File: src/design/fb_defines.svh
// ******************************
// Fabric-wide widths and sizes
// Word index and bus index must fit below FB_AW
// ******************************
`ifndef FB_DEFINES_SVH
`define FB_DEFINES_SVH

// Core-side address and data widths
`define FB_AW        32
`define FB_DW        32
// One mask bit per data byte
`define FB_MW        (`FB_DW/8)
// Exception tag carried with every command
`define FB_EXC_W     2

// Four slave buses, selected by addr[9:8]
`define FB_NBUS      4
`define FB_SEL_LSB   8
// Words per slave, indexed by addr[7:2]
`define FB_MEM_WORDS 64

`endif
File: src/design/fb_bus_pkg.sv
// ******************************
// Frontend bus payloads
// A zero byte mask marks a read
// ******************************
`include "fb_defines.svh"

package fb_bus_pkg;

   // Command, 70 bits
   typedef struct packed {
      logic [`FB_AW-1:0]    addr;
      logic [`FB_DW-1:0]    wdata;
      logic [`FB_MW-1:0]    wmsk;
      logic [`FB_EXC_W-1:0] exc;
   } fb_req_t;

   // Response, 34 bits
   typedef struct packed {
      logic [`FB_DW-1:0]    rdata;
      logic [`FB_EXC_W-1:0] exc;
   } fb_rsp_t;

endpackage

File: src/design/fb_mem_slave.sv
// ******************************
// Word memory with fixed latency
// LATENCY must be 1 or more
// ******************************
`timescale 1ns/1ps
`include "fb_defines.svh"

module fb_mem_slave
#(
   parameter int LATENCY = 1
)
(
   input  logic                clk,
   input  logic                rst,
   // Command channel
   input  logic                a_valid,
   output logic                a_ready,
   input  fb_bus_pkg::fb_req_t req,
   // Response channel
   output logic                b_valid,
   input  logic                b_ready,
   output fb_bus_pkg::fb_rsp_t rsp
);

   localparam int IDX_W = $clog2(`FB_MEM_WORDS);
   localparam int CNT_W = $clog2(LATENCY + 1);

   logic [`FB_DW-1:0]    mem [`FB_MEM_WORDS];
   logic [IDX_W-1:0]     idx;
   logic [IDX_W-1:0]     idx_q;
   logic [CNT_W-1:0]     cnt_q;
   logic                 busy_q;
   logic                 b_valid_q;
   logic [`FB_DW-1:0]    rdata_q;
   logic [`FB_EXC_W-1:0] exc_q;
   logic                 accept;
   logic                 expire;

   // Word index from addr[7:2]
   assign idx = req.addr[2 +: IDX_W];

   // Idle slave takes one command
   assign a_ready = ~busy_q;
   assign accept  = a_valid & a_ready;

   // Last cycle of the countdown
   assign expire = busy_q & ~b_valid_q & (cnt_q == CNT_W'(1));

   // Control state
   always_ff @(posedge clk)
   begin
      if (rst)
      begin
         busy_q    <= 1'b0;
         b_valid_q <= 1'b0;
         cnt_q     <= '0;
      end
      else if (accept)
      begin
         busy_q <= 1'b1;
         cnt_q  <= CNT_W'(LATENCY);
      end
      else if (expire)
      begin
         b_valid_q <= 1'b1;
         cnt_q     <= '0;
      end
      else if (busy_q & ~b_valid_q)
      begin
         cnt_q <= cnt_q - CNT_W'(1);
      end
      else if (b_valid_q & b_ready)
      begin
         // Idle again after the response edge
         b_valid_q <= 1'b0;
         busy_q    <= 1'b0;
      end
   end

   // Memory starts out zeroed
   // Masked bytes written on accept
   always_ff @(posedge clk)
   begin
      if (rst)
      begin
         for (int w = 0; w < `FB_MEM_WORDS; w++)
         begin
            mem[w] <= '0;
         end
      end
      else if (accept)
      begin
         for (int b = 0; b < `FB_MW; b++)
         begin
            if (req.wmsk[b])
            begin
               mem[idx][8*b +: 8] <= req.wdata[8*b +: 8];
            end
         end
      end
   end

   // Payload latched, held until the response is taken
   always_ff @(posedge clk)
   begin
      if (accept)
      begin
         idx_q <= idx;
         exc_q <= req.exc;
      end
      // Word already holds any write from the accept edge
      if (expire)
      begin
         rdata_q <= mem[idx_q];
      end
   end

   assign b_valid = b_valid_q;
   assign rsp = '{rdata: rdata_q, exc: exc_q};

endmodule

File: config.mk
export PLATFORM = sky130hd
export DESIGN_NAME = fb_mem_slave
export DESIGN_NICKNAME = d
export VERILOG_FILES = /design/src/design/fb_bus_pkg.sv /design/src/design/fb_mem_slave.sv
export VERILOG_INCLUDE_DIRS = /design/src /design/src/design
export SDC_FILE = /design/constraint.sdc
export NUM_CORES = 2
export LEC_CHECK = 0
export ABC_AREA = 1
export BUFFER_PORTS_ARGS = -buffer_cell sky130_fd_sc_hd__buf_2
export CAP_MARGIN = 25
export CORE_MARGIN = 8
export CORE_UTILIZATION = 45
export DETAILED_ROUTE_END_ITERATION = 10
export PLACE_DENSITY = 0.66
export SYNTH_ARGS = -nofsm -noshare
export SYNTH_HDL_FRONTEND = slang
export SYNTH_SLANG_ARGS = --single-unit
File: constraint.sdc
create_clock -name clk -period 2.4 [get_ports clk]
set_input_delay 0.24 -clock clk [delete_from_list [all_inputs] [get_ports clk]]
set_output_delay 0.24 -clock clk [all_outputs]
set_load 0.05 [all_outputs]
After elaboration in Yosys (flattened, before gate mapping)
Memories as Yosys holds them, arrays and structs flattened. A register that Yosys moved wholly into a read port is not among the register bits.
Index checks and enable logic that the tools add are counted.
{"block": "totals", "output_inout_bits": 36, "mem_count": 1, "mem_bits_rw": 2048, "ff_bits": 11}
{"block": "classes", "reduce_logical": 6, "bitwise": 7, "add_sub_neg": 1, "n_mux": 29, "n_eq_ne": 3}
{"name": "mem", "depth": 64, "word_bits": 32, "rd": 1, "rd_clocked_by_memory_dff": 1, "write_ports": 64, "line_no": "fb_mem_slave.sv:28", "text": "logic [`FB_DW-1:0] mem [`FB_MEM_WORDS];"}
{"op": "$mux W32", "n": 1}
{"op": "$reduce_or A32 Y1", "n": 1}
{"op": "$mux W1", "n": 26}
{"op": "$mux W6", "n": 1}
{"op": "$ne A2 B2 Y1 const B", "n": 3}
{"op": "$reduce_and A3 Y1", "n": 2}
{"op": "$and A1 B1 Y1", "n": 4}
{"op": "$mux W4", "n": 1}
{"op": "$reduce_bool A2 Y1", "n": 2}
{"op": "$not A1 Y1", "n": 3}
{"op": "$reduce_bool A3 Y1", "n": 1}
{"op": "$sub A1 B1 Y1 const B", "n": 1}

Logic depth before layout (Yosys ltp)
{"block": "logic_depth", "word_depth": 7, "depth_mapped": 13, "ltp_nobuf": 9}

Worst setup path after synthesis
Ideal clock, no wire load.
{"block": "synth_timing", "path_type": "reg2reg", "start": "reg b_valid_q (netlist: b_valid)", "end": "reg rdata_q[0] (read register of mem) (enable)", "path_slack_ns": -0.172, "arrival_time_ns": 2.148, "path_stages_with_launch": 4, "period_less_slack_ns": 2.572, "path_cell_list": "dfxtp_1 nor2_1 inv_1 nor2_1"}
{"block": "synth_between", "elab_chain_cells": 3}
{"element": "from (decl)", "line_no": "fb_mem_slave.sv:33", "text": "logic b_valid_q;"}
{"element": "from (signal assigned)", "line_no": "fb_mem_slave.sv:55", "text": "b_valid_q <= 1'b0;"}
{"element": "from (signal assigned)", "line_no": "fb_mem_slave.sv:65", "text": "b_valid_q <= 1'b1;"}
{"element": "from (signal assigned)", "line_no": "fb_mem_slave.sv:75", "text": "b_valid_q <= 1'b0;"}
{"element": "$not A1 Y1", "line_no": "fb_mem_slave.sv:47", "text": "assign expire = busy_q & ~b_valid_q & (cnt_q == CNT_W'(1));"}
{"element": "$and A1 B1 Y1 (2 in a row)", "line_no": "fb_mem_slave.sv:47"}
{"element": "named net expire", "line_no": "fb_mem_slave.sv:37", "text": "logic expire;"}
{"element": "to (decl)", "line_no": "fb_mem_slave.sv:34", "text": "logic [`FB_DW-1:0] rdata_q;"}
The timed path passes the listed nets, and every way through them passes these cells.
A chain may end at the register's enable or synchronous reset.

==> impl_metrics.tcl <==
set metrics [dict create \
    outcome "finished, violations left" \
    violations "setup timing" \
    via_per_inst 5.65 \
    tightest_slew_ps 851 \
    drtIter0Drc 8895 \
    worstSetupPathType "primary input to register" \
    io_buffers 83 \
    yosysUniqueCellTypes 20 \
    r2r_slack_ps 50 \
    power.density_nw_per_um2 733 \
    share_comb_of_total_power 0.090 \
    cts-root-buf "clkbuf_16" \
    cp_common_cell "buf_4" \
    path_cells "dlygate4sd3_1 > buf_2 > nand3_1 > buf_4 > nor2_1 > buf_4 > nand2_4 > nand2_1" \
    overflow 0 \
    worstHoldStart "req[21]" \
    final_common_cell "nand2_1" \
    layout-drive-gt1-share 0.108 \
    hold-worst-slack_ps 41.9 \
    clock_tree.buffer_depth 3 \
    firstDrtPassIters 6 \
    multiInputGateArea_um2 29800 \
    startpoint_type "primary input" \
    min_period_ps 2480 \
    p_leak_nw 45.8 \
    slew_headroom 0.433 \
    synthSimpleGateAreaFrac 0.310 \
    syn-num-nets 9702 \
    rows 169 \
    yosysWarnings 0 \
    ys_seq_area_frac 0.654 \
    grt_pass1_vias 68200 \
    critPathLaunch "req[41]" \
    dieArea_um2 228000 \
    grt_usage 0.242 \
    hold_depth 4 \
    pwr-share-seq 0.523 \
    synth_top_family_by_area "simple AND/OR/NAND/NOR gates" \
    grt_start_max_net_pins 113 \
    wirelength_mm 287 \
    synth_xor_area_frac 0 \
    design.core.area_um2 212000 \
    numCtsBuffers 205 \
    clock_skew_ps 34.3 \
    cts_max_level 4 \
    rr_worst_depth 11 \
    p_sw_w 0.0195 \
    setup_viol 24 \
    syn_area_per_cell_um2 9.97 \
    synth_fa_ha_area_frac 0 \
    synth-compound-area-share 0.000104 \
    hold_viol 0 \
    synth_area_um2 96000 \
    p_int_w 0.0602 \
    grt_pass1_wl_mm 422 \
    worst_slack_ps -83.1 \
    ir_drop_v 0.000643 \
    cp_num_buf_inv 4 \
    dp.cells 12200 \
    p_clk_frac 0.388 \
    dr_total_vias 71700 \
    worstReg2RegStart "idx_q[0]" \
    grt_antenna_before_repair 8 \
    cts_tree "built" \
    start_util 0.453 \
    gp_congestion 0.911 \
    fmax_ghz 0.403 \
    area_growth_pct 13.1 \
    stdcell_count 12700 \
    area.sequential_um2 62800 \
    insertion_delay_ps 870 \
    path_clk_slew_ps 60 \
    n_fill_cell 18500 \
    cap_violations 0 \
    chipHeight_um 478 \
    synth.area.mux_share 0 \
    wl_per_cell_um 22.7 \
    syn_inst 9628 \
    drt.antenna.violating_nets 0 \
    drc_errors 0 \
    critPathRequiredTime_ps 2910 \
    io_pins 110 \
    dp_hpwl_mm 186 \
    cp_data_arrival_time_ps 2990 \
    end_kind "register" \
    critical_path.max_stage_delay_ps 620 \
    final_cell_mix "nand2_1, nor2_1, edfxtp_1, nand3_1, buf_4" \
    cp_slowest_cell "dlygate4sd3_1" \
    hp-class "primary input to register" \
    ys_seq_elements 2091 \
    cts_sinks 2091 \
    path_delay_family "buffers and inverters" \
    p_sw_frac 0.245 \
    crit_path_max_fanout 9 \
    cp_num_cells 8 \
    period_share 1.03 \
    chipWidth_um 478 \
    drv_slew 0 \
    nNetsFinal 9757 \
]
[area by class of cell]
class / instances / share of cell area
sequential: 2091 / 0.578
multi-input combinational: 6795 / 0.275
timing repair buffer: 537 / 0.0549
clock buffer: 265 / 0.0499
tap: 2821 / 0.0325
clock inverter: 112 / 0.00820
inverter: 53 / 0.00219
antenna: 7 / 0.000161
[power groups by stage]
stage | sequential (W) | combinational (W) | clock [W]
2_1_floorplan | 0.0423 | 0.00417 | 0
4_1_cts | 0.0416 | 0.00702 | 0.0311
3_5_place_dp | 0.0424 | 0.00694 | 0
6_report | 0.0416 | 0.00716 | 0.0309
3_3_place_gp | 0.0424 | 0.00684 | 0
5_1_grt | 0.0417 | 0.00763 | 0.0324
[cells in the mapped netlist, drive strengths merged]
cell type / count / area, um^2
a21oi: 2 / 10.0
nand3: 1925 / 9630
clkbuf: 316 / 1190
buf: 373 / 2070
nor2: 2119 / 8020
inv: 51 / 191
nor3: 2 / 10.0
nand2: 2747 / 12100
dfxtp: 3 / 60.1
edfxtp: 2088 / 62700
clkinv: 2 / 8.75
[sequential cells by signal, indices dropped and copies added (netlist names)]
register,flops
mem,2048
busy_q,1
cnt_q,1
exc_q,2
idx_q,6
rdata_q,32
b_valid,1
[final timing paths]
| path | endpoint |
|---|---|
| setup / recovery | mem[51][23] |
| hold / removal | mem[25][15] |
| hold reg to reg | cnt_q |
| setup reg to reg | rdata_q[4] |
[logic make-up after synthesis]
kind of cell,after synthesis
AND/OR/NAND/NOR,6793
flip-flops,2091
buffers and inverters,742
AO/OA/AOI/OAI,2
[worst reg2reg max path, delay by kind of cell (launching register included)]
family | cells | cell delay, ps
AND/OR/NAND/NOR | 8 | 1050
buffers and inverters | 3 | 830
flip-flops | 1 | 340
[through the flow]
| step | TNS [ps] | utilization | cell area, um^2 | setup WS [ps] | power, W |
|---|---|---|---|---|---|
| after detailed placement | -2510 | 0.479 | 102000 | -96.5 | 0.0493 |
| after global routing | -52.3 | 0.512 | 109000 | -26.9 | 0.0818 |
| final | -1330 | 0.512 | 109000 | -83.1 | 0.0797 |
| after CTS | 0 | 0.511 | 108000 | 6.87 | 0.0798 |
| after global placement | -827 | 0.479 | 102000 | -39.4 | 0.0492 |
| after floorplan | 0 | - | 96000 | 216 | 0.0465 |
[what timing repair did]
action	CTS	global route
resized for setup	0	12
buffers inserted	0	9
hold buffers	41	0
endpoints found under the setup margin	0	161
endpoints found under the hold margin	1041	0
[metal layers]
| layer | routed length, um | up-vias | part of all wire | GRT usage |
|---|---|---|---|---|
| li1 | - | 32700 | - | - |
| met1 | 110000 | 34500 | 0.38 | 0.323 |
| met2 | 131000 | 3845 | 0.46 | 0.382 |
| met3 | 31400 | 641 | 0.11 | 0.0487 |
| met4 | 14900 | 0 | 0.052 | 0.114 |
| met5 | 0 | - | 0 | 0 |
Power figures use the tool's default switching activity.
