File: config.mk
export PLATFORM = sky130hd
export DESIGN_NAME = fb_router
export DESIGN_NICKNAME = d
export VERILOG_FILES = /design/src/design/fb_map_pkg.sv /design/src/design/fb_bus_pkg.sv /design/src/design/fb_router.sv
export VERILOG_INCLUDE_DIRS = /design/src /design/src/design
export SDC_FILE = /design/constraint.sdc
export NUM_CORES = 1
export LEC_CHECK = 0
export ABC_CLOCK_PERIOD_IN_PS = 1550
export BUFFER_PORTS_ARGS = -buffer_cell sky130_fd_sc_hd__buf_4
export CORE_AREA = 2 2 211 213
export CTS_BUF_LIST = sky130_fd_sc_hd__clkbuf_4 sky130_fd_sc_hd__clkbuf_8 sky130_fd_sc_hd__clkbuf_16
export CTS_CLUSTER_SIZE = 28
export DETAILED_ROUTE_END_ITERATION = 8
export DIE_AREA = 0 0 213 215
export PLACE_DENSITY = 0.31
export SLEW_MARGIN = 30
export SYNTH_ARGS = -nofsm -noshare
export SYNTH_HDL_FRONTEND = slang
export SYNTH_SLANG_ARGS = --single-unit
File: constraint.sdc
create_clock -name clk -period 1.55 [get_ports clk]
set_input_delay 0.2325 -clock clk [delete_from_list [all_inputs] [get_ports clk]]
set_output_delay 0.2325 -clock clk [all_outputs]
set_load 0.01 [all_outputs]
File: src/design/fb_defines.svh
// ******************************
// Fabric-wide widths and sizes
// Word index and bus index must fit below FB_AW
// ******************************
`ifndef FB_DEFINES_SVH
`define FB_DEFINES_SVH

// Core-side address and data widths
`define FB_AW        32
`define FB_DW        32
// One mask bit per data byte
`define FB_MW        (`FB_DW/8)
// Exception tag carried with every command
`define FB_EXC_W     2

// Four slave buses, selected by addr[9:8]
`define FB_NBUS      4
`define FB_SEL_LSB   8
// Words per slave, indexed by addr[7:2]
`define FB_MEM_WORDS 64

`endif
File: src/design/fb_map_pkg.sv
// ******************************
// Address-map types
// Bus count must be a power of two
// ******************************
`include "fb_defines.svh"

package fb_map_pkg;

   // One bit per slave bus
   typedef logic [`FB_NBUS-1:0] fb_sel_t;

   // Bus number taken from the address
   typedef logic [$clog2(`FB_NBUS)-1:0] fb_bus_idx_t;

endpackage

File: src/design/fb_bus_pkg.sv
// ******************************
// Frontend bus payloads
// A zero byte mask marks a read
// ******************************
`include "fb_defines.svh"

package fb_bus_pkg;

   // Command, 70 bits
   typedef struct packed {
      logic [`FB_AW-1:0]    addr;
      logic [`FB_DW-1:0]    wdata;
      logic [`FB_MW-1:0]    wmsk;
      logic [`FB_EXC_W-1:0] exc;
   } fb_req_t;

   // Response, 34 bits
   typedef struct packed {
      logic [`FB_DW-1:0]    rdata;
      logic [`FB_EXC_W-1:0] exc;
   } fb_rsp_t;

endpackage

File: src/design/fb_router.sv
// ******************************
// Routes commands to four buses
// Only one bus cycle open at a time
// ******************************
`timescale 1ns/1ps
`include "fb_defines.svh"

module fb_router
(
   input  logic                 clk,
   input  logic                 rst,
   // Core-side command channel
   input  logic                 a_valid,
   output logic                 a_ready,
   input  fb_bus_pkg::fb_req_t  a_req,
   // Core-side response channel
   output logic                 b_valid,
   input  logic                 b_ready,
   output fb_bus_pkg::fb_rsp_t  b_rsp,
   // Decoded target
   input  fb_map_pkg::fb_sel_t  sel,
   // Slave command channels
   output logic [`FB_NBUS-1:0]  bus_a_valid,
   input  logic [`FB_NBUS-1:0]  bus_a_ready,
   output fb_bus_pkg::fb_req_t  bus_req [`FB_NBUS],
   // Slave response channels
   input  logic [`FB_NBUS-1:0]  bus_b_valid,
   output logic [`FB_NBUS-1:0]  bus_b_ready,
   input  fb_bus_pkg::fb_rsp_t  bus_rsp [`FB_NBUS]
);

   import fb_bus_pkg::*;

   logic [`FB_NBUS-1:0] pending_q;
   logic [`FB_NBUS-1:0] cmd_hs;
   logic [`FB_NBUS-1:0] rsp_hs;
   logic [`FB_NBUS-1:0] may_accept;
   logic [`FB_NBUS-1:0] a_ready_bus;
   fb_rsp_t             rsp_merge;

   // Transfers on each slave bus
   assign cmd_hs = bus_a_valid & bus_a_ready;
   assign rsp_hs = bus_b_valid & bus_b_ready;

   // Pending flag per bus
   // Set by a command, cleared by its response
   // A same-edge command keeps the flag set
   always_ff @(posedge clk)
   begin
      if (rst)
      begin
         pending_q <= '0;
      end
      else
      begin
         pending_q <= cmd_hs | (pending_q & ~rsp_hs);
      end
   end

   // A bus may take a command when the fabric is idle
   // or when it already owns the open cycle
   always_comb
   begin
      for (int i = 0; i < `FB_NBUS; i++)
      begin
         may_accept[i] = (pending_q == '0) | pending_q[i];
      end
   end

   // Valid goes to the selected bus only
   assign bus_a_valid = sel & may_accept & {`FB_NBUS{a_valid}};

   // Ready comes back from the selected bus only
   assign a_ready_bus = sel & may_accept & bus_a_ready;
   assign a_ready = |a_ready_bus;

   // Payload fans out to every bus
   always_comb
   begin
      for (int i = 0; i < `FB_NBUS; i++)
      begin
         bus_req[i] = a_req;
      end
   end

   // Responses merged by OR over pending-masked payloads
   always_comb
   begin
      rsp_merge = '0;
      for (int i = 0; i < `FB_NBUS; i++)
      begin
         rsp_merge = rsp_merge | ({$bits(fb_rsp_t){pending_q[i]}} & bus_rsp[i]);
      end
   end

   assign b_rsp = rsp_merge;

   // Only the pending bus can raise the core-side valid
   assign b_valid = |(pending_q & bus_b_valid);

   // Ready goes back to the pending bus only
   assign bus_b_ready = pending_q & {`FB_NBUS{b_ready}};

endmodule

# ---- Yosys cells after proc, flatten, opt, wreduce, memory -nomap -nowiden
# Index checks and enable logic that the tools add are counted.
dict set report classes {
  n_bitwise 21
  n_reduce_logical 3
}
# operator count
set op_table {}
lappend op_table {{34-bit bitwise AND} 4}
lappend op_table {{34-bit OR} 3}
lappend op_table {{4-bit bitwise AND} 8}
lappend op_table {{4-bit OR reduction} 2}
lappend op_table {{4-bit logical NOT} 1}
lappend op_table {{4-bit inverter} 1}
lappend op_table {{1-bit OR} 4}
lappend op_table {{4-bit OR} 1}
dict set report totals {
  register_bits 4
  inputBits 222
  out_inout_bits 324
  elab_cells 25
}

# ---- Longest topological paths before layout
# Gate-level depths: netlist of the first run.
dict set report depth {
  ltp_word 6
  mapped_depth 5
  mapped_depth_nobuf 3
}

# ---- Worst setup path after synthesis of the first run
# OpenSTA, ideal clock, no wires.
dict set report synth_path {
  path_type {flip-flop to output port}
  from {register pending_q[1]}
  to {output a_ready}
  arrival_ns 0.916
  slack_ns 0.401
  path_stages_with_launch 5
  path_buffers 2
  cell_sequence {dfxtp_1 -> buf_6 -> buf_6 -> o211ai_1 -> nand4_1}
}
dict set report synth_via {
  elab_chain_len 5
  elab_cells_between_ends 8
  classes_between {6 x bitwise; 2 x reduce/logical}
}
# item line_no
set synth_rtl {}
lappend synth_rtl {{start, declared} fb_router.sv:34} ;# logic [`FB_NBUS-1:0] pending_q;
lappend synth_rtl {{start signal, assigned} fb_router.sv:56} ;# pending_q <= cmd_hs | (pending_q & ~rsp_hs);
lappend synth_rtl {{4-bit logical NOT} fb_router.sv:66} ;# may_accept[i] = (pending_q == '0) | pending_q[i];
lappend synth_rtl {{1-bit OR} fb_router.sv:66}
lappend synth_rtl {{4-bit bitwise AND * (2 in series)} fb_router.sv:74} ;# assign a_ready_bus = sel & may_accept & bus_a_ready;
lappend synth_rtl {{4-bit OR reduction *} fb_router.sv:75} ;# assign a_ready = |a_ready_bus;
lappend synth_rtl {{end, declared} fb_router.sv:14} ;# output logic a_ready,
# Mark *: on every way between the ends. The rest lies on a longest branch, timed or not.

# ---- Worst setup path after layout of the first run
dict set report layout_path {
  from {register pending_q[2]}
  to {output bus_a_valid[3]}
}
dict set report layout_via {
  elab_chain_len 4
}
# item line_no
set layout_rtl {}
lappend layout_rtl {{4-bit logical NOT} fb_router.sv:66}
lappend layout_rtl {{1-bit OR} fb_router.sv:66}
lappend layout_rtl {{4-bit bitwise AND (2 in series)} fb_router.sv:71} ;# assign bus_a_valid = sel & may_accept & {`FB_NBUS{a_valid}};
lappend layout_rtl {{end, declared} fb_router.sv:23} ;# output logic [`FB_NBUS-1:0] bus_a_valid,
# Every way passes these cells.

==> reports/summary.md, run 1 <==
• **status** finished, final reports clean
• **RSZ-0062 raised after global routing** true
• **Clock transition at path regs** 0.03 ns
• **Avg Vias per Cell** 2.462
• **overall power after layout** 1.397 mW
• **vias after detailed routing** 2,324
• **PD cells** 391.4 nW/µm²
• **number of nets with antenna violations after routing** 0
• **final cell utilization of the core** 8.176%
• **placed cells** 937
• **registers with the highest flip-flop counts** pending_q: 4 flops
• **global-route usage over all layers** 4.930%
• **TritonRoute pass-1 iters** 4
• **final worst path period need** 1.550 ns
• **TritonCTS clock tree** yes
• **sequential area share after synthesis** 2.433%
• **leakage power total** 1.518 nW
• **effective utilization at floorplan** 7.540%
• **most frequent CP cell** buf_4
• **layout cells sized above 1** 69.03%
• **Worst setup SP type** register
• **Buffers on Ports** 195
• **Iter 0 DRT Violations** 113
• **average wire length per cell after detail routing** 13.12 µm
• **Die Y** 215 µm
• **total detailed-routing wirelength** 12,390 µm
• **ports placed on the boundary** 546
• **fin nets** 576
• **CP Data Arrival Time** 1.32 ns
• **number of global-route vias before repair** 2,315
• **total gr overflow** 0
• **routability congestion estimate** 0.6467
• **VDD IR-drop max** 0.2457 mV
• **critical path peak fanout** 4
• **floorplan die width** 213 µm
• **reported max-cap violation count** 0
• **largest net degree at the start of global routing** 37
• **number of diodes** 0
• **final number of setup-violating endpoints** 0
• **Area growth, synth to finish** 8.441%
• **HP Class** primary input to register
• **final worst clock skew** 0.001497 ns
• **final number of hold-violating endpoints** 0
• **Gate Count Post-Synth** 441
• **Critical Path End Type** output pin
• **worst-case hold slack** 0.1902 ns
• **largest buffer count on any clock path** 2
• **share of the clock period used by the worst path** 99.98%
• **cell depth of the worst hold path** 2
• **clock insertion delay at the later pin of the skew report** 0.23 ns
• **initial antenna violation count** 0
• **number of pins exceeding their max-slew limit in the final report** 0
• **count of standard-cell rows** 77
• **H-tree Lvls** 1
• **Cell variety after synth** 19
• **average cell area after synthesis** 7.462 µm²
• **type of the worst setup path** register to output pin
• **total of warnings raised by yosys** 0
• **list of cells traversed by the critical path** buf_6 -> nor3_4 -> buf_4 -> o211a_1 -> buf_4
• **Root Buffer** clkbuf_16
• **fmax** 645.3 MHz
• **floorplan die area** 45,800 µm²
• **clock buffers created by TritonCTS** 3
• **number of cells on the worst reg-to-reg path** 5
• **Post-Layout Cell Count** 944
• **sum of net half-perimeters after detailed placement** 10,170 µm
• **transition time of the tightest slew-check pin** 0.2713 ns
• **startpoint of the lowest-slack register-to-register path** pending_q[2]
• **first-pass GRT wire length** 15,990 µm
• **register name with the most flops** pending_q
• **Net Count, Synth** 663
• **netlist area before placement** 3291 µm²
• **DR DRC count** 0
• **cell type of the slowest stage on the worst timing path** dfxtp_4
• **max FFs per register** 4
• **worst path required time** 1.32 ns
• **CTS sink cnt** 4
• **beginning of the critical path** pending_q[2]
• **launch instance of the worst min-delay path** rst
• **number of flip-flops and latches in the synthesized netlist** 4
• **max_slew headroom** 81.83%
• **Slowest Stage Delay on Critical Path** 0.36 ns
• **core footprint** 43,640 µm²
## layout make-up
class / instances / area [µm²]
sequential: 4 / 95.09
fill: 5144 / 40070
clock buffer: 3 / 75.07
tap: 592 / 740.7
multi-input combinational: 137 / 1013
timing repair buffer: 208 / 1644
## critical path, delay by kind of cell, from the launching register on
kind	cells	cell delay, ns
buffers and inverters	3	0.39
DFF	1	0.36
AOI/OAI and AO/OA	1	0.14
and+or+nand+nor	1	0.19
## synth_stat cells, drive strengths merged
master / n / area [µm²]
and2: 4 / 25.02
nand4: 1 / 6.260
nor3: 4 / 58.81
o2111ai: 2 / 17.52
dfxtp: 4 / 80.08
buf: 300 / 2257
o211a: 4 / 40.04
nand2: 43 / 161.4
o211ai: 4 / 35.03
a22oi: 70 / 580.6
nand2b: 1 / 6.260
o22ai: 2 / 12.51
a21oi: 2 / 10.01
## path summary, 6_finish.rpt
kind                     to  slack [ns]
max          bus_a_valid[3]      0.0002
min            pending_q[3]        0.19
max reg2reg    pending_q[3]        0.37
min reg2reg    pending_q[0]        0.72
## placed cells by master, fill, tap and decap left out
cell / count
dfxtp_4: 4
o2111ai_1: 2
nor3_2: 1
nor3_4: 3
buf_12: 6
nand2_1: 43
a22oi_2: 23
a21oi_1: 2
o211a_1: 4
nand4_1: 1
o211ai_1: 3
nand2b_1: 1
clkbuf_16: 3
a22oi_1: 47
buf_4: 200
buf_6: 2
o211ai_2: 1
o22ai_1: 2
and2_1: 4
## layer usage
metal	global-route usage (%)	share of wire [%]	wire, µm
met5	0	0	0
met4	4.359	6.7	831
met3	2.557	14	1738
met2	8.404	48	6001
met1	4.158	31	3817
## cell families after synthesis
kind of cell | share of synthesized area [%]
buf+inv | 68.59
compound gates | 21.14
simple gates | 7.833
flops | 2.434
## through the flow
stage                     cell area [µm²]  setup TNS [ns]  setup slack (ns)
after floorplan                      3291               0            0.4012
after global placement               3386               0           0.08383
after detailed placement             3386               0            0.1176
after CTS                            3491        -0.02562          -0.02562
after global routing                 3568        -0.07601          -0.04535
final                                3568               0         0.0002442
## power breakdown
group	total [mW]	leakage (nW)	switching, mW	internal [mW]
logic	0.867	1.45	0.357	0.510
registers	0.123	0.0356	0.0172	0.106
clock network	0.406	0.0370	0.0762	0.330
total	1.40	1.52	0.450	0.946
## timing repair
action                                  in CTS  in global routing
pin swaps                                    1                  5
resized for setup                            8                 10
hold buffers                                 0                  0
buffers inserted                             0                  4
endpoints found under the setup margin      15                 11
Power figures use the tool's default switching activity.
==> run 2, diff against run 1 <==
--- a/config.mk
+++ b/config.mk
@@ -6,14 +6,14 @@
 export SDC_FILE = /design/constraint.sdc
 export NUM_CORES = 1
 export LEC_CHECK = 0
-export ABC_CLOCK_PERIOD_IN_PS = 1550
-export BUFFER_PORTS_ARGS = -buffer_cell sky130_fd_sc_hd__buf_4
+export ABC_CLOCK_PERIOD_IN_PS = 1250
+export BUFFER_PORTS_ARGS = -buffer_cell sky130_fd_sc_hd__buf_2
 export CORE_AREA = 2 2 211 213
 export CTS_BUF_LIST = sky130_fd_sc_hd__clkbuf_4 sky130_fd_sc_hd__clkbuf_8 sky130_fd_sc_hd__clkbuf_16
 export CTS_CLUSTER_SIZE = 28
 export DETAILED_ROUTE_END_ITERATION = 8
 export DIE_AREA = 0 0 213 215
-export PLACE_DENSITY = 0.31
+export PLACE_DENSITY = 0.32
 export SLEW_MARGIN = 30
 export SYNTH_ARGS = -nofsm -noshare
 export SYNTH_HDL_FRONTEND = slang
==> constraint.sdc (replaced) <==
create_clock -name clk -period 1.25 [get_ports clk]
set_input_delay 0.1875 -clock clk [delete_from_list [all_inputs] [get_ports clk]]
set_output_delay 0.1875 -clock clk [all_outputs]
set_load 0.01 [all_outputs]
==> run 2 against run 1 <==
The run now ends with setup timing left. Worst hold slack improved by 0.021 ns. Routed wire length rose by 3.6%. Count of clock-buffer cells in the layout is the same. Cell count increased by 1.8%. Non-clock buffer count rose by 17. Final area is 3.8% lower. Critical endpoint is now a_ready.
==> reports/summary.md, run 2 (synthesized netlist as in run 1, its figures left out) <==
• **transition time of the tightest slew-check pin** 0.2585 ns
• **reported max-cap violation count** 0
• **count of standard-cell rows** 77
• **cell depth of the worst hold path** 2
• **RSZ-0062 raised after global routing** true
• **leakage power total** 1.510 nW
• **critical path peak fanout** 11
• **sum of net half-perimeters after detailed placement** 10,520 µm
• **layout cells sized above 1** 76.42%
• **CTS sink cnt** 4
• **effective utilization at floorplan** 7.540%
• **registers with the highest flip-flop counts** pending_q: 4 flops
• **failing checks** setup timing
• **average wire length per cell after detail routing** 13.35 µm
• **max_slew headroom** 82.77%
• **number of diodes** 0
• **share of the clock period used by the worst path** 121.6%
• **PD cells** 484.3 nW/µm²
• **total detailed-routing wirelength** 12,830 µm
• **global-route usage over all layers** 5.068%
• **Root Buffer** clkbuf_16
• **largest buffer count on any clock path** 2
• **vias after detailed routing** 2,465
• **final worst path period need** 1.520 ns
• **largest net degree at the start of global routing** 25
• **number of cells on the worst reg-to-reg path** 5
• **startpoint of the lowest-slack register-to-register path** pending_q[2]
• **minimum setup slack in the final design** -0.2697 ns
• **standard cell area after detailed placement** 2963 µm²
• **floorplan die width** 213 µm
• **final cell utilization of the core** 7.864%
• **Finished Cell Area** 3432 µm²
• **most common cell after layout, fill and taps aside** buf_2
• **worst path required time** 1.06 ns
• **HP Class** primary input to register
• **final worst clock skew** 0.001206 ns
• **commonest cells after routing, fill and taps aside** buf_2 (190), nand2_1 (43), a22oi_2 (42)
• **DR DRC count** 0
• **Iter 0 DRT Violations** 97
• **Die Y** 215 µm
• **final number of setup-violating endpoints** 41
• **Worst setup SP type** register
• **status** finished, violations left
• **overall power after layout** 1.662 mW
• **register name with the most flops** pending_q
• **first-pass GRT wire length** 16,610 µm
• **worst-case hold slack** 0.2110 ns
• **terminus of the critical flop-to-flop path** pending_q[2]
• **Avg Vias per Cell** 2.565
• **total gr overflow** 0
• **number of pins exceeding their max-slew limit in the final report** 0
• **Total Neg Setup Slack** -7.156 ns
• **worst reg2reg setup slack** 0.03 ns
• **max FFs per register** 4
• **floorplan die area** 45,800 µm²
• **fmax** 658.0 MHz
• **worst hold endpoint** pending_q[2]
• **clock insertion delay at the later pin of the skew report** 0.23 ns
• **TritonCTS clock tree** yes
• **type of the worst setup path** register to output pin
• **final number of hold-violating endpoints** 0
• **fin nets** 593
• **routability congestion estimate** 0.6556
• **Clock transition at path regs** 0.03 ns
• **Area growth, synth to finish** 4.297%
• **number of buffers added to fix hold violations after cts** 0
• **number of nets with antenna violations after routing** 0
• **Critical Path End Type** output pin
• **number of global-route vias before repair** 2,562
• **layout filler cell count** 5,158
• **H-tree Lvls** 1
• **TritonRoute pass-1 iters** 4
• **VDD IR-drop max** 0.3048 mV
• **launch instance of the worst min-delay path** rst
• **core footprint** 43,640 µm²
• **initial antenna violation count** 0
• **CP Data Arrival Time** 1.33 ns
• **Buffers on Ports** 195
• **clock buffers created by TritonCTS** 3
• **ports placed on the boundary** 546
==> run 2: critical path, stage by stage, from the launching register on <==
cell and delay [ns]:
dfxtp_2 0.35, buf_12 0.18, nor3_4 0.07, o211ai_1 0.22, nand4_1 0.12, buf_4 0.17
==> run 2: per-layer routing <==
layer | vias up | track usage, % | part of all wire [%]
met1 | 1067 | 4.379 | 32
met4 | 0 | 2.984 | 5.5
li1 | 1061 | - | -
met5 | - | 0 | 0
met3 | 73 | 2.207 | 12
met2 | 264 | 9.522 | 50
==> run 2: final cells by class <==
type	count	area (µm²)	share of cell area (%)
multi-input combinational	137	1130	32.92
sequential	4	92.59	2.698
timing repair buffer	225	1394	40.61
tap	592	740.7	21.58
clock buffer	3	75.07	2.187
==> run 2: worst max-delay path by stage <==
| stage | endpoint | cells past startpoint | startpoint | slack (ns) |
|---|---|---|---|---|
| detailed placement | a_ready | 4 | pending_q[0] | -0.12 |
| global route | a_ready | 5 | pending_q[0] | -0.32 |
| floorplan | a_ready | 4 | pending_q[1] | 0.15 |
| global placement | a_ready | 4 | pending_q[0] | -0.15 |
| finish | a_ready | 5 | pending_q[1] | -0.27 |
| CTS | a_ready | 5 | pending_q[0] | -0.27 |
==> run 2: what timing repair did <==
action	4_1_cts	5_1_grt
gates resized for setup	51	12
pin swaps	7	4
buffers inserted	7	0
cloned	2	0
endpoints found under the hold margin	0	0
endpoints found under the setup margin	42	45
==> run 2: through the flow <==
step                      setup WS [ns]  cells
after global routing            -0.3169    961
after global placement          -0.1461    949
after detailed placement        -0.1158    949
final                           -0.2697    961
after CTS                       -0.2744    961
after floorplan                  0.1462    441
==> run 2: power breakdown <==
| group | internal [mW] | switching (mW) | total [mW] |
|---|---|---|---|
| registers | 0.133 | 0.0163 | 0.149 |
| logic | 0.522 | 0.487 | 1.01 |
| clock network | 0.409 | 0.0951 | 0.504 |
